[src/rtl/snoop_config.svh]
// ----------------------------------------
// Trace snooper configuration
// Widths, record buffer depth and
// register map of the snooper
// ----------------------------------------
`ifndef SNOOP_CONFIG_SVH
`define SNOOP_CONFIG_SVH

`define SNOOP_PC_W       32
`define SNOOP_DATA_W     32
`define SNOOP_ADDR_W     3
`define SNOOP_FIFO_DEPTH 8
// Must hold 0 up to the full depth
`define SNOOP_CNT_W      4
`define SNOOP_NUM_CORES  2

// Register map
`define SNOOP_REG_CTRL      3'd0
`define SNOOP_REG_WATERMARK 3'd1
`define SNOOP_REG_TRIG_ADDR 3'd2
`define SNOOP_REG_STATUS    3'd3
`define SNOOP_REG_PC_SRC    3'd4
`define SNOOP_REG_PC_DST    3'd5
`define SNOOP_REG_OPCODE    3'd6
`define SNOOP_REG_POP       3'd7

`endif

[src/rtl/snoop_pkg.sv]
// ----------------------------------------
// Trace snooper types
// Trace record, privilege level and
// register port word types
// ----------------------------------------
`default_nettype none

`include "snoop_config.svh"

package snoop_pkg;

  // RISC-V privilege level as seen by the core
  typedef logic [1:0] priv_lvl_t;

  // Control-transfer kind reported by the core
  typedef logic [3:0] ctr_type_t;

  typedef logic [`SNOOP_DATA_W-1:0] data_t;
  typedef logic [`SNOOP_ADDR_W-1:0] reg_addr_t;

  // ----------------------------------------
  // Trace record, 102 bits
  // ----------------------------------------
  typedef struct packed {
    priv_lvl_t                 priv;
    ctr_type_t                 ctr_type;
    logic [`SNOOP_PC_W-1:0]    pc_src;
    logic [`SNOOP_PC_W-1:0]    pc_dst;
    logic [`SNOOP_DATA_W-1:0]  opcode;
  } trace_rec_t;

endpackage

`default_nettype wire

[src/rtl/trace_buf_if.sv]
// ----------------------------------------
// Trace buffer access interface
// Head record and fill state out of the
// buffer, pop and clear back into it
// ----------------------------------------
`timescale 1ns/1ps
`default_nettype none

`include "snoop_config.svh"

interface trace_buf_if import snoop_pkg::*; ();

  trace_rec_t              head;
  logic [`SNOOP_CNT_W-1:0] count;
  logic                    empty;
  logic                    pop;
  // Clears the sticky overflow flag
  logic                    clear;

  modport buf_mp (output head, count, empty, input pop, clear);
  modport reg_mp (input head, count, empty, output pop, clear);

endinterface

`default_nettype wire

[src/rtl/snoop_trace_select.sv]
// ----------------------------------------
// Trace select
// Picks one core's branch trace and
// registers it as a trace record
// ----------------------------------------
`timescale 1ns/1ps
`default_nettype none

`include "snoop_config.svh"

module snoop_trace_select import snoop_pkg::*; (
  input  wire logic                                             clk_i,
  input  wire logic                                             reset_i,
  input  wire logic                                             enable_i,
  input  wire logic                                             core_select_i,
  input  wire logic      [`SNOOP_NUM_CORES-1:0]                 valid_i,
  input  wire priv_lvl_t [`SNOOP_NUM_CORES-1:0]                 priv_i,
  input  wire ctr_type_t [`SNOOP_NUM_CORES-1:0]                 ctr_type_i,
  input  wire logic      [`SNOOP_NUM_CORES-1:0][`SNOOP_PC_W-1:0]   pc_src_i,
  input  wire logic      [`SNOOP_NUM_CORES-1:0][`SNOOP_PC_W-1:0]   pc_dst_i,
  input  wire logic      [`SNOOP_NUM_CORES-1:0][`SNOOP_DATA_W-1:0] opcode_i,
  output logic                                                  rec_valid_o,
  output trace_rec_t                                            rec_o
);

  logic       sel_valid;
  trace_rec_t sel_rec;

  // Core mux
  assign sel_valid        = enable_i & valid_i[core_select_i];
  assign sel_rec.priv     = priv_i[core_select_i];
  assign sel_rec.ctr_type = ctr_type_i[core_select_i];
  assign sel_rec.pc_src   = pc_src_i[core_select_i];
  assign sel_rec.pc_dst   = pc_dst_i[core_select_i];
  assign sel_rec.opcode   = opcode_i[core_select_i];

  always_ff @(posedge clk_i) begin
    if (reset_i) begin
      rec_valid_o <= 1'b0;
    end else begin
      rec_valid_o <= sel_valid;
    end
  end

  // Payload only loads on an accepted trace
  always_ff @(posedge clk_i) begin
    if (sel_valid) begin
      rec_o <= sel_rec;
    end
  end

endmodule

`default_nettype wire

[src/rtl/snoop_trace_buffer.sv]
// ----------------------------------------
// Trace record buffer
// Circular FIFO of trace records with a
// fill count, sticky overflow flag and a
// watermark interrupt
// ----------------------------------------
`timescale 1ns/1ps
`default_nettype none

`include "snoop_config.svh"

module snoop_trace_buffer import snoop_pkg::*; (
  input  wire logic                    clk_i,
  input  wire logic                    reset_i,
  input  wire logic                    rec_valid_i,
  input  wire trace_rec_t              rec_i,
  input  wire logic [`SNOOP_CNT_W-1:0] watermark_i,
  trace_buf_if.buf_mp                  buf_if,
  output logic                         overflow_o,
  output logic                         watermark_irq_o
);

  localparam int DEPTH = `SNOOP_FIFO_DEPTH;
  localparam int PTR_W = $clog2(DEPTH);
  localparam int CNT_W = `SNOOP_CNT_W;

  trace_rec_t       mem [DEPTH];
  logic [PTR_W-1:0] wr_ptr_q;
  logic [PTR_W-1:0] rd_ptr_q;
  logic [CNT_W-1:0] count_q;
  logic             full;
  logic             push;
  logic             pop;

  assign full = (count_q == CNT_W'(DEPTH));
  // Records arriving while full are lost
  assign push = rec_valid_i & ~full;
  assign pop  = buf_if.pop & ~buf_if.empty;

  assign buf_if.head  = mem[rd_ptr_q];
  assign buf_if.count = count_q;
  assign buf_if.empty = (count_q == '0);

  // ----------------------------------------
  // Pointers and fill state
  // ----------------------------------------
  // Depth is a power of two, so the pointers wrap on their own
  always_ff @(posedge clk_i) begin
    if (reset_i) begin
      wr_ptr_q   <= '0;
      rd_ptr_q   <= '0;
      count_q    <= '0;
      overflow_o <= 1'b0;
    end else begin
      if (push) begin
        wr_ptr_q <= wr_ptr_q + 1'b1;
      end
      if (pop) begin
        rd_ptr_q <= rd_ptr_q + 1'b1;
      end
      case ({push, pop})
        2'b10:   count_q <= count_q + 1'b1;
        2'b01:   count_q <= count_q - 1'b1;
        default: count_q <= count_q;
      endcase
      // A drop on the clearing edge still counts
      if (rec_valid_i && full) begin
        overflow_o <= 1'b1;
      end else if (buf_if.clear) begin
        overflow_o <= 1'b0;
      end
    end
  end

  always_ff @(posedge clk_i) begin
    if (push) begin
      mem[wr_ptr_q] <= rec_i;
    end
  end

  // Watermark of zero disables the interrupt
  assign watermark_irq_o = (watermark_i != '0) && (count_q >= watermark_i);

endmodule

`default_nettype wire

[src/rtl/snoop_trigger.sv]
// ----------------------------------------
// Branch-target trigger
// Flags a record whose target matches
// the programmed trigger address
// ----------------------------------------
`timescale 1ns/1ps
`default_nettype none

module snoop_trigger import snoop_pkg::*; (
  input  wire logic       clk_i,
  input  wire logic       reset_i,
  input  wire logic       rec_valid_i,
  input  wire trace_rec_t rec_i,
  input  wire logic       trig_en_i,
  input  wire data_t      trig_addr_i,
  input  wire logic       clear_i,
  output logic            flag_o
);

  logic hit;

  assign hit = rec_valid_i & trig_en_i & (rec_i.pc_dst == trig_addr_i);

  // Sticky until software clears it, a hit on the same edge wins
  always_ff @(posedge clk_i) begin
    if (reset_i) begin
      flag_o <= 1'b0;
    end else if (hit) begin
      flag_o <= 1'b1;
    end else if (clear_i) begin
      flag_o <= 1'b0;
    end
  end

endmodule

`default_nettype wire

[src/rtl/snoop_cfg_regs.sv]
// ----------------------------------------
// Snooper register block
// Four-phase req/ack register slave with
// control, watermark and trigger address,
// status and head-record reads, and pop
// ----------------------------------------
`timescale 1ns/1ps
`default_nettype none

`include "snoop_config.svh"

module snoop_cfg_regs import snoop_pkg::*; (
  input  wire logic                    clk_i,
  input  wire logic                    reset_i,
  input  wire logic                    cfg_req_i,
  input  wire logic                    cfg_we_i,
  input  wire reg_addr_t               cfg_addr_i,
  input  wire data_t                   cfg_wdata_i,
  output logic                         cfg_ack_o,
  output data_t                        cfg_rdata_o,
  trace_buf_if.reg_mp                  buf_if,
  input  wire logic                    overflow_i,
  input  wire logic                    trig_flag_i,
  output logic                         enable_o,
  output logic                         core_select_o,
  output logic                         trig_en_o,
  output logic [`SNOOP_CNT_W-1:0]      watermark_o,
  output data_t                        trig_addr_o
);

  typedef enum logic {
    ST_IDLE,
    ST_ACK
  } state_t;

  state_t                  state_q;
  logic [2:0]              ctrl_q;
  logic [`SNOOP_CNT_W-1:0] wmark_q;
  data_t                   trig_addr_q;
  data_t                   rd_data;
  logic                    access;
  logic                    wr_en;

  // One access per request, taken in idle only
  assign access = (state_q == ST_IDLE) & cfg_req_i;
  assign wr_en  = access & cfg_we_i;

  assign cfg_ack_o = (state_q == ST_ACK);

  // ----------------------------------------
  // Handshake FSM
  // ----------------------------------------
  always_ff @(posedge clk_i) begin
    if (reset_i) begin
      state_q     <= ST_IDLE;
      cfg_rdata_o <= '0;
    end else begin
      case (state_q)
        ST_IDLE: begin
          if (cfg_req_i) begin
            state_q     <= ST_ACK;
            cfg_rdata_o <= rd_data;
          end
        end
        ST_ACK: begin
          // Hold ack until the master lets go
          if (!cfg_req_i) begin
            state_q <= ST_IDLE;
          end
        end
        default: state_q <= ST_IDLE;
      endcase
    end
  end

  // ----------------------------------------
  // Writable registers
  // ----------------------------------------
  always_ff @(posedge clk_i) begin
    if (reset_i) begin
      ctrl_q      <= '0;
      wmark_q     <= '0;
      trig_addr_q <= '0;
    end else if (wr_en) begin
      case (cfg_addr_i)
        `SNOOP_REG_CTRL:      ctrl_q      <= cfg_wdata_i[2:0];
        `SNOOP_REG_WATERMARK: wmark_q     <= cfg_wdata_i[`SNOOP_CNT_W-1:0];
        `SNOOP_REG_TRIG_ADDR: trig_addr_q <= cfg_wdata_i;
        default: ;
      endcase
    end
  end

  // Read mux, sampled into cfg_rdata_o with the ack
  always_comb begin
    rd_data = '0;
    case (cfg_addr_i)
      `SNOOP_REG_CTRL:      rd_data[2:0] = ctrl_q;
      `SNOOP_REG_WATERMARK: rd_data[`SNOOP_CNT_W-1:0] = wmark_q;
      `SNOOP_REG_TRIG_ADDR: rd_data = trig_addr_q;
      `SNOOP_REG_STATUS: begin
        rd_data[`SNOOP_CNT_W-1:0] = buf_if.count;
        rd_data[4]                = buf_if.empty;
        rd_data[5]                = overflow_i;
        rd_data[6]                = trig_flag_i;
      end
      `SNOOP_REG_PC_SRC:    rd_data[`SNOOP_PC_W-1:0] = buf_if.head.pc_src;
      `SNOOP_REG_PC_DST:    rd_data[`SNOOP_PC_W-1:0] = buf_if.head.pc_dst;
      `SNOOP_REG_OPCODE:    rd_data = buf_if.head.opcode;
      `SNOOP_REG_POP:       rd_data[5:0] = {buf_if.head.ctr_type, buf_if.head.priv};
      default:              rd_data = '0;
    endcase
  end

  // Pop on the access edge, bit 0 also clears the sticky flags
  assign buf_if.pop   = wr_en & (cfg_addr_i == `SNOOP_REG_POP);
  assign buf_if.clear = buf_if.pop & cfg_wdata_i[0];

  assign enable_o      = ctrl_q[0];
  assign core_select_o = ctrl_q[1];
  assign trig_en_o     = ctrl_q[2];
  assign watermark_o   = wmark_q;
  assign trig_addr_o   = trig_addr_q;

endmodule

`default_nettype wire

[src/rtl/snoop_top.sv]
// ----------------------------------------
// Control-flow trace snooper
// Core trace select, record buffer,
// branch trigger and register port
// ----------------------------------------
`timescale 1ns/1ps
`default_nettype none

`include "snoop_config.svh"

module snoop_top import snoop_pkg::*; (
  input  wire logic                                             clk_i,
  input  wire logic                                             reset_i,
  // Branch-trace ports of the cores
  input  wire logic      [`SNOOP_NUM_CORES-1:0]                 valid_i,
  input  wire priv_lvl_t [`SNOOP_NUM_CORES-1:0]                 priv_i,
  input  wire ctr_type_t [`SNOOP_NUM_CORES-1:0]                 ctr_type_i,
  input  wire logic      [`SNOOP_NUM_CORES-1:0][`SNOOP_PC_W-1:0]   pc_src_i,
  input  wire logic      [`SNOOP_NUM_CORES-1:0][`SNOOP_PC_W-1:0]   pc_dst_i,
  input  wire logic      [`SNOOP_NUM_CORES-1:0][`SNOOP_DATA_W-1:0] opcode_i,
  // Register port
  input  wire logic                                             cfg_req_i,
  input  wire logic                                             cfg_we_i,
  input  wire reg_addr_t                                        cfg_addr_i,
  input  wire data_t                                            cfg_wdata_i,
  output logic                                                  cfg_ack_o,
  output data_t                                                 cfg_rdata_o,
  // Interrupts
  output logic                                                  trigger_irq_o,
  output logic                                                  watermark_irq_o
);

  logic                    enable;
  logic                    core_select;
  logic                    trig_en;
  logic [`SNOOP_CNT_W-1:0] watermark;
  data_t                   trig_addr;
  logic                    rec_valid;
  trace_rec_t              rec;
  logic                    overflow;
  logic                    trig_flag;

  trace_buf_if trace_buf_if_i ();

  snoop_trace_select trace_select_i (
    .clk_i         (clk_i),
    .reset_i       (reset_i),
    .enable_i      (enable),
    .core_select_i (core_select),
    .valid_i       (valid_i),
    .priv_i        (priv_i),
    .ctr_type_i    (ctr_type_i),
    .pc_src_i      (pc_src_i),
    .pc_dst_i      (pc_dst_i),
    .opcode_i      (opcode_i),
    .rec_valid_o   (rec_valid),
    .rec_o         (rec)
  );

  snoop_trace_buffer trace_buffer_i (
    .clk_i           (clk_i),
    .reset_i         (reset_i),
    .rec_valid_i     (rec_valid),
    .rec_i           (rec),
    .watermark_i     (watermark),
    .buf_if          (trace_buf_if_i.buf_mp),
    .overflow_o      (overflow),
    .watermark_irq_o (watermark_irq_o)
  );

  // Shares the clear pulse of the buffer
  snoop_trigger trigger_i (
    .clk_i       (clk_i),
    .reset_i     (reset_i),
    .rec_valid_i (rec_valid),
    .rec_i       (rec),
    .trig_en_i   (trig_en),
    .trig_addr_i (trig_addr),
    .clear_i     (trace_buf_if_i.clear),
    .flag_o      (trig_flag)
  );

  snoop_cfg_regs cfg_regs_i (
    .clk_i         (clk_i),
    .reset_i       (reset_i),
    .cfg_req_i     (cfg_req_i),
    .cfg_we_i      (cfg_we_i),
    .cfg_addr_i    (cfg_addr_i),
    .cfg_wdata_i   (cfg_wdata_i),
    .cfg_ack_o     (cfg_ack_o),
    .cfg_rdata_o   (cfg_rdata_o),
    .buf_if        (trace_buf_if_i.reg_mp),
    .overflow_i    (overflow),
    .trig_flag_i   (trig_flag),
    .enable_o      (enable),
    .core_select_o (core_select),
    .trig_en_o     (trig_en),
    .watermark_o   (watermark),
    .trig_addr_o   (trig_addr)
  );

  assign trigger_irq_o = trig_flag;

endmodule

`default_nettype wire

[config.mk]
export PLATFORM = sky130hd
export DESIGN_NAME = snoop_top
export DESIGN_NICKNAME = d
export VERILOG_FILES = /design/src/rtl/snoop_pkg.sv /design/src/rtl/trace_buf_if.sv /design/src/rtl/snoop_trace_select.sv /design/src/rtl/snoop_trace_buffer.sv /design/src/rtl/snoop_trigger.sv /design/src/rtl/snoop_cfg_regs.sv /design/src/rtl/snoop_top.sv
export VERILOG_INCLUDE_DIRS = /design/src /design/src/rtl
export SDC_FILE = /design/constraint.sdc
export NUM_CORES = 1
export LEC_CHECK = 0
export BUFFER_PORTS_ARGS = -buffer_cell sky130_fd_sc_hd__buf_2
export CAP_MARGIN = 40
export CELL_PAD_IN_SITES_DETAIL_PLACEMENT = 0
export CELL_PAD_IN_SITES_GLOBAL_PLACEMENT = 1
export CORE_MARGIN = 2
export CORE_UTILIZATION = 25
export DETAILED_ROUTE_END_ITERATION = 10
export HOLD_SLACK_MARGIN = 0.15
export PLACE_DENSITY_LB_ADDON = 0.1
export SLEW_MARGIN = 20
export SYNTH_ARGS = -nofsm -noshare
export SYNTH_HDL_FRONTEND = slang
export SYNTH_HIERARCHICAL = 1
export SYNTH_SLANG_ARGS = --single-unit
[constraint.sdc]
create_clock -name clk_i -period 17.7 [get_ports clk_i]
set_clock_uncertainty 0.05 [all_clocks]
set_input_delay 3.54 -clock clk_i [delete_from_list [all_inputs] [get_ports clk_i]]
set_output_delay 3.54 -clock clk_i [all_outputs]
set_load 0.005 [all_outputs]
# Yosys cells after proc, flatten, opt, wreduce, memory -nomap -nowiden
# Memories as Yosys holds them, arrays and structs flattened. A register that Yosys moved wholly into a read port is not among the register bits.
# Cells that the tools add are included.
# word_totals
mem_bits_rw	816
n_memories	1
ff_bits	187
latch_bits	0
wordCells	84
rom_bits	0
inputBits	245
# mem_list
memory	depth	width	rd	rd_clocked_by_memory_dff	wr	line_no	source
trace_buffer_i.mem	8	102	1	1	1	snoop_trace_buffer.sv:27	trace_rec_t mem [DEPTH];
# op_classes
bitwise	12
add_sub_neg	4
magnitude_cmp	2
reduce_logical	12
shift	0
n_mul	0
div	0
eq_ne	11
n_mux	26
# op_table
operator	n
32-bit two-way mux	6
25-bit one-hot mux with 4 select lines	1
32-bit equality test	1
3-bit one-hot mux with 8 select lines	1
3-bit equality test (second input constant)	4
2-bit one-hot mux with 6 select lines	1
1-bit AND	9
1-bit two-way mux	8
4-bit two-way mux	2
4-bit one-hot mux with 2 select lines	1
2-bit AND reduction	4
1-bit one-hot mux with 7 select lines	1
3-bit by 1-bit adder with 3-bit output (second input constant)	2
3-bit by 2-bit equality test with 1-bit output (second input constant)	2
3-bit two-way mux	2
2-bit nonzero test	3
1-bit one-hot mux with 5 select lines	1
4-bit by 1-bit adder with 4-bit output (second input constant)	1
4-bit equality test (second input constant)	1
4-bit greater-or-equal comparator	1
4-bit zero test	1
2-bit two-way mux	2
4-bit nonzero test	1
4-bit by 1-bit subtractor with 4-bit output (second input constant)	1
other kinds (7)	10

# Logic depth before layout (Yosys ltp)
# Gate-level depths: netlist (run 1).
# logic_depth
word_depth	7
mapped_depth	13

# By module
# The synthesis (run 1) kept the hierarchy.
# modules_own_cells
mod	cells_each	instances	area_per_inst_um2	seq_area_each_um2
snoop_trace_buffer	1272	1	31422.6	24783.8
snoop_trace_select	219	1	4356.7	3083.0
snoop_cfg_regs	427	1	3602.2	1441.4
snoop_trigger	48	1	384.1	20.0

# Worst setup path after synthesis (run 1)
# Ideal clock, no wire load.
# synth_timing
kind	register to register
start	reg trace_buffer_i.count_q[1], in the netlist trace_buffer_i/buf_if.count[1]
end	mem trace_buffer_i/mem[0][0] (netlist name) (enable)
path_stages_with_launch	6
setup_time_ps	813
t_required_ps	16837
arrival_time_ps	10467
path_slack_ps	6370
cell_sequence	dfxtp_1 > buf_2 > or4b_1 > buf_2 > nand2_4 > nor4_1
# synth_between
elab_chain_cells	5
# synth_lines
item	line_no	source
start, declared	snoop_trace_buffer.sv:30	logic [CNT_W-1:0] count_q;
start signal, assigned	snoop_trace_buffer.sv:62	2'b10: count_q <= count_q + 1'b1;
start signal, assigned	snoop_trace_buffer.sv:63	2'b01: count_q <= count_q - 1'b1;
start signal, assigned	snoop_trace_buffer.sv:64	default: count_q <= count_q;
4-bit equality test	snoop_trace_buffer.sv:35	assign full = (count_q == CNT_W'(DEPTH));
1-bit NOT	snoop_trace_buffer.sv:37	assign push = rec_valid_i & ~full;
1-bit AND	snoop_trace_buffer.sv:37	
1-bit two-way mux	snoop_trace_buffer.sv:76	if (push) begin
1-bit two-way mux (implied by the code)	snoop_trace_buffer.sv:77	mem[wr_ptr_q] <= rec_i;
end, declared	snoop_trace_buffer.sv:27	
# Every way passes these cells.

# Worst setup path in the final report (run 1)
# layout_timing
start	reg trace_buffer_i.count_q[0], in the netlist trace_buffer_i/buf_if.count[0]
end	out watermark_irq_o
# layout_between
elab_chain_cells	2
# layout_lines
item	line_no	source
4-bit greater-or-equal comparator	snoop_trace_buffer.sv:82	assign watermark_irq_o = (watermark_i != '0) && (count_q >= watermark_i);
1-bit logical AND	snoop_trace_buffer.sv:82	
end, declared	snoop_top.sv:30	output logic watermark_irq_o
# Every way passes these cells.

==> results of run 1 <==
[metrics by stage]
stage	hold WS (ns)	std cells
after global placement	0.386	4241
after CTS	0.420	4469
final	0.423	4475
after floorplan	0.385	1966
after detailed placement	0.395	4251
after global routing	0.451	4472
[worst paths after layout]
check | from | depth (start not counted) | to
worst max register to register | register | 8 | cfg_regs_i/cfg_rdata_o[23]
worst max-delay path | trace_buffer_i/buf_if.count[0] | 7 | watermark_irq_o
worst min register to register | cfg_regs_i/cfg_rdata_o[23] | 2 | cfg_regs_i/cfg_rdata_o[23]
worst min-delay path | cfg_regs_i/cfg_rdata_o[23] | 2 | cfg_regs_i/cfg_rdata_o[23]
[flip-flops by register name (all words and copies together), names as in the netlist, named ones only]
name,cells
cfg_regs_i/trig_addr_o,32
cfg_regs_i/watermark_o,4
trace_buffer_i/overflow_o,1
trace_buffer_i/mem,816
trigger_i/flag_o,1
trace_buffer_i/buf_if.count,4
trace_buffer_i/wr_ptr_q,3
trace_select_i/rec_valid_o,1
cfg_regs_i/ctrl_q,3
trace_buffer_i/rd_ptr_q,3
trace_select_i/rec_o,102
cfg_regs_i/cfg_ack_o,1
cfg_regs_i/cfg_rdata_o,32
[cells by family (layout without fill, tap and decap cells)]
kind of cell    Yosys count  after routing
compound gates          168            168
simple gates            189            189
other cells               0              3
buf+inv                 120            554
flops                  1006           1006
mux                     435            435
xor+xnor                 39             39
fa+ha+maj                 9              9
[critical path, stage by stage (launching register included)]
cell and delay (ns):
dfxtp_1 0.52, inv_1 0.12, ha_1 0.28, nand2b_1 0.09, a21o_1 0.11, a211oi_1 0.07
nor3_1 0.48, buf_2 0.23
[power by group]
group | leakage, uW | switching (uW) | internal (uW)
sequential | 0.00896 | 7.93 | 2560
clock | 0.00178 | 981 | 1320
combinational | 0.00410 | 48.0 | 44.4
total | 0.0148 | 1040 | 3930
[cell usage after synthesis (all sizes together) (3+ instances only)]
master   count  area, sq um
edfxtp     918        27600
mux2       213         2400
mux4       206         4640
nand2      104          398
dfxtp       88         1760
buf         85          618
a21oi       37          185
o21ai       35          179
nor2        30          113
clkbuf      27          101
a22o        26          228
a22oi       25          188
xnor2       24          210
a2bb2oi     22          193
mux2i       16          160
xor2        15          131
ha           9          113
inv          8         30.0
nand2b       8         50.1
nor2b        8         50.1
nor4         7         43.8
nand4        6         37.5
nor3         6         30.0
a221oi       5         50.0
nand3        5         25.0
nor3b        5         42.5
a21o         3         22.5
a31oi        3         18.8
[layer usage]
metal	vias to the layer above	global-route usage, %	wire (um)
li1	8737	-	-
met1	10818	20.0	54500
met2	452	23.8	56800
met3	140	2.40	5050
met4	8	4.57	3020
met5	-	0	41
[area by class of cell]
type | instances | area, sq um
flip-flops and latches | 1006 | 29300
fillers | 15574 | 111000
repair buffers | 328 | 2010
inverters | 8 | 30.0
well taps | 2072 | 2590
clock buffers | 151 | 3140
diodes | 3 | 7.51
multi-input cells | 840 | 9770
clock inverters | 67 | 523
==> metrics, run 1 <==
CP arrival approximately 2.6 ns; largest net degree at the start of global routing slightly above 100; average size of a mapped cell between 20 and 25 sq um; CTS resizes 0; flip-flop and latch count after synthesis around 1000; worst path required time 14.11 ns; num rows ~150; share of cells above drive strength 1 between 30% and 40%; Synth Area in XOR/XNOR 0.859%; commonest non-fill, non-tap cells in the layout 918 x edfxtp_1, 279 x buf_2, 213 x mux2_2, 206 x mux4_2, 119 x clkbuf_16; Net Count, Synth 2220; Syn Std Cell Area 39800 sq um; post-synthesis mux area share 18.1%; slack of the critical path roughly 11 ns; Worst Path Max Fanout 8; Post-synth EDFFs just over 900; Least-Margin Pin Slew 0.980 ns; Antenna Nets Post-Route 0; Cells after Synth 1966; Final nets around 2600; FMAX between 150 and 200 MHz; H-tree levels 3; VDD IR max around 0.075 mV; post-route cell area 47400 sq um; final WL approximately 120 mm; clock latency on the worst-skew pair about 0.74 ns; drt drc 0; Synth Area in Compound Gates under 10%; hpwl dp between 70 and 80 mm; DR WL/cell about 27 um; drt via density 4.50; Setup Buffers After CTS 0; Final setup viols 0; vias in the first global route 21316; Final Hold Viols 0; Die Wd approximately 400 um; die height 403 um; Yosys warnings 6; crit path capture type output port; unrepaired setup endpoints after global routing false; root buf cell clkbuf_16; Power Total roughly 5000 uW; Synth Flop Type edfxtp_1; reg2reg setup slack between 10 and 15 ns; Area Growth Syn to Fin 19.2%; Hold Path Class reg2reg; CTS sink count about 1000; Power Dens Cells roughly 100 nW/um^2; Final Max Slew Viols 0; Hold-fix buffers, CTS 0; gp weighted congestion about 0.73; ys async rst share 0%; area share of and/or/nand/nor cells after synthesis under 10%; Seq/Total Area, Yosys 73.8%; clock buffer depth 3; antenna violations before repair 7; GRT Overall Usage around 15%; GRT overflow 0; Leak about 0.015 uW; max-cap violations 0; dpl ws 11.04 ns; Post-Synth Adder-Cell Area less than 1%; startpoint types register; CTS tree done; setup tns final 0 ns; DIE AREA approximately 160000 sq um; num ports 280; clk slew on worst S/H paths roughly 0.060 ns; post-layout util 30.0%; Cell Area, Placed around 44000 sq um; Initial Util 25.1%; initial drt markers around 1400; Slew headroom around 35%; Tmin final 6.22 ns; outcome completed; most common cell after layout, fill and taps aside edfxtp_1; Setup Crit Path Kind reg2out; Num CTS Buffers around 120; core area about 160000 sq um; Pre-Repair DR Iteration Count 5; port bufs about 280; first-pass GRT wire length roughly 170 mm; largest family of logic cells by synthesized area multiplexers; routed vias just over 20000; final period utilization 35.1%; Cell variety after synth between 50 and 60
(Power assumes the default switching activity.)
==> run 2, diff against run 1 <==
clock period = 5.9 ns   (was 17.7 ns; I/O delays follow)
==> metrics, run 2 (synthesis gave the netlist of run 1 again) <==
largest registers trace_buffer_i/mem: 816 flops, trace_select_i/rec_o: 102 flops; antenna violations before repair 8; FMAX about 260 MHz; Final Max Slew Viols 0; vias in the first global route about 21000; gp weighted congestion about 0.75; num rows roughly 150; die height about 400 um; Area Growth Syn to Fin 19.8%; unrepaired setup endpoints after global routing false; worst path required time between 4 and 5 ns; Hold WS between 0.3 and 0.4 ns; Largest register FFs ~820; Hold-fix buffers, CTS 0; post-route cell area ~48000 sq um; clock buffer depth 3; CTS resizes 0; drt drc 0; clk slew on worst S/H paths approximately 0.060 ns; Final setup viols 0; Final Hold Viols 0; H-tree levels 3; Placed Cells between 4000 and 5000; first-pass GRT wire length 168 mm; area of the multi-input gates between 9000 and 10000 sq um; CP arrival around 2.6 ns; drt via density between 4 and 5; Least-Margin Pin Slew roughly 0.93 ns; max-cap violations 0; Slew headroom ~38%; Setup Crit Path Kind reg2out; final period utilization between 60% and 70%; Pre-Repair DR Iteration Count 5; Antenna Nets Post-Route 0; crit path capture type output port; Cell Area, Placed about 44000 sq um; Die Wd slightly above 400 um; Tmin final 3.85 ns; port bufs approximately 280; Initial Util about 25%; CTS tree done; Setup Buffers After CTS 0; commonest non-fill, non-tap cells in the layout 918 x edfxtp_1, 279 x buf_2, 213 x mux2_2, 206 x mux4_2, 118 x clkbuf_16; Power Dens Cells about 320 nW/um^2; clock latency on the worst-skew pair between 0.7 and 0.8 ns; final WL roughly 120 mm; hpwl dp between 70 and 80 mm; Power Total between 15000 and 20000 uW; DIE AREA between 150000 and 200000 sq um; root buf cell clkbuf_16; share of cells above drive strength 1 between 30% and 40%; core area roughly 160000 sq um; Post-Layout Cell Count between 4000 and 5000; Final nets 2558; initial drt markers approximately 1400; Biggest register trace_buffer_i/mem; Num CTS Buffers between 100 and 150; CTS sink count 1006; Worst Path Max Fanout 8; startpoint types register; Leak 0.0149 uW; GRT overflow 0; outcome completed; VDD IR max 0.208 mV; filler instances around 16000; num ports between 200 and 300; routed vias about 20000; setup tns final 0 ns; DR WL/cell 26.8 um; most common cell after layout, fill and taps aside edfxtp_1; GRT Overall Usage 14.7%; register area between 20000 and 30000 sq um; Hold Path Class reg2reg; largest net degree at the start of global routing between 100 and 150
## run 2: changes by cell type in the layout (fill, tap and decap cells not counted), sizes merged
cell	change
buf	+5
bufinv	+10
clkinv	-10
clkinvlp	-1
inv	-1
## run 2: per-stage QoR
step	util, %	setup slack (ns)
3_5_place_dp	27.7	1.64
6_report	30.1	2.05
5_1_grt	30.1	1.82
4_1_cts	30.1	1.82
2_1_floorplan	-	-2.66
3_3_place_gp	27.6	1.57
## run 2: routing by layer
| layer | global-route usage (%) | part of all wire [%] | up-vias | routed length (um) |
|---|---|---|---|---|
| met5 | 0 | 0 | - | 0 |
| met4 | 3.86 | 2.0 | 0 | 2370 |
| met3 | 2.49 | 4.3 | 115 | 5140 |
| met2 | 23.8 | 47 | 434 | 56900 |
| met1 | 20.6 | 46 | 10785 | 55400 |
| li1 | - | - | 8733 | - |
## run 2: power by group
group          total, uW  leakage (uW)  switching (uW)  internal (uW)
sequential          7710       0.00896            19.9           7690
combinational        286       0.00412             151            135
clock               7240       0.00186            2900           4350
## run 2: cell type report
type	count	share of cell area, %
flip-flops and latches	1006	61.6
multi-input cells	840	20.5
clock buffers	151	6.52
well taps	2072	5.44
repair buffers	333	4.33
clock inverters	65	1.53
inverters	8	0.0630
diodes	3	0.0158
## run 2: worst max-delay path, stage by stage (launching register included)
cell and delay [ns]:
dfxtp_1 0.54, inv_1 0.13, ha_1 0.29, nand2b_1 0.10
a21o_1 0.11, a211oi_1 0.06, nor3_1 0.44, buf_2 0.22
## run 2: worst paths after layout
| path | start | end | slack, ns | cells past startpoint |
|---|---|---|---|---|
| hold / removal | cfg_regs_i/cfg_rdata_o[0] | cfg_regs_i/cfg_rdata_o[0] | 0.39 | 2 |
| hold reg to reg | cfg_regs_i/cfg_rdata_o[0] | cfg_regs_i/cfg_rdata_o[0] | 0.39 | 2 |
| setup / recovery | trace_buffer_i/buf_if.count[0] | watermark_irq_o | 2.05 | 7 |
| setup reg to reg | register | cfg_regs_i/cfg_rdata_o[1] | 2.61 | 8 |
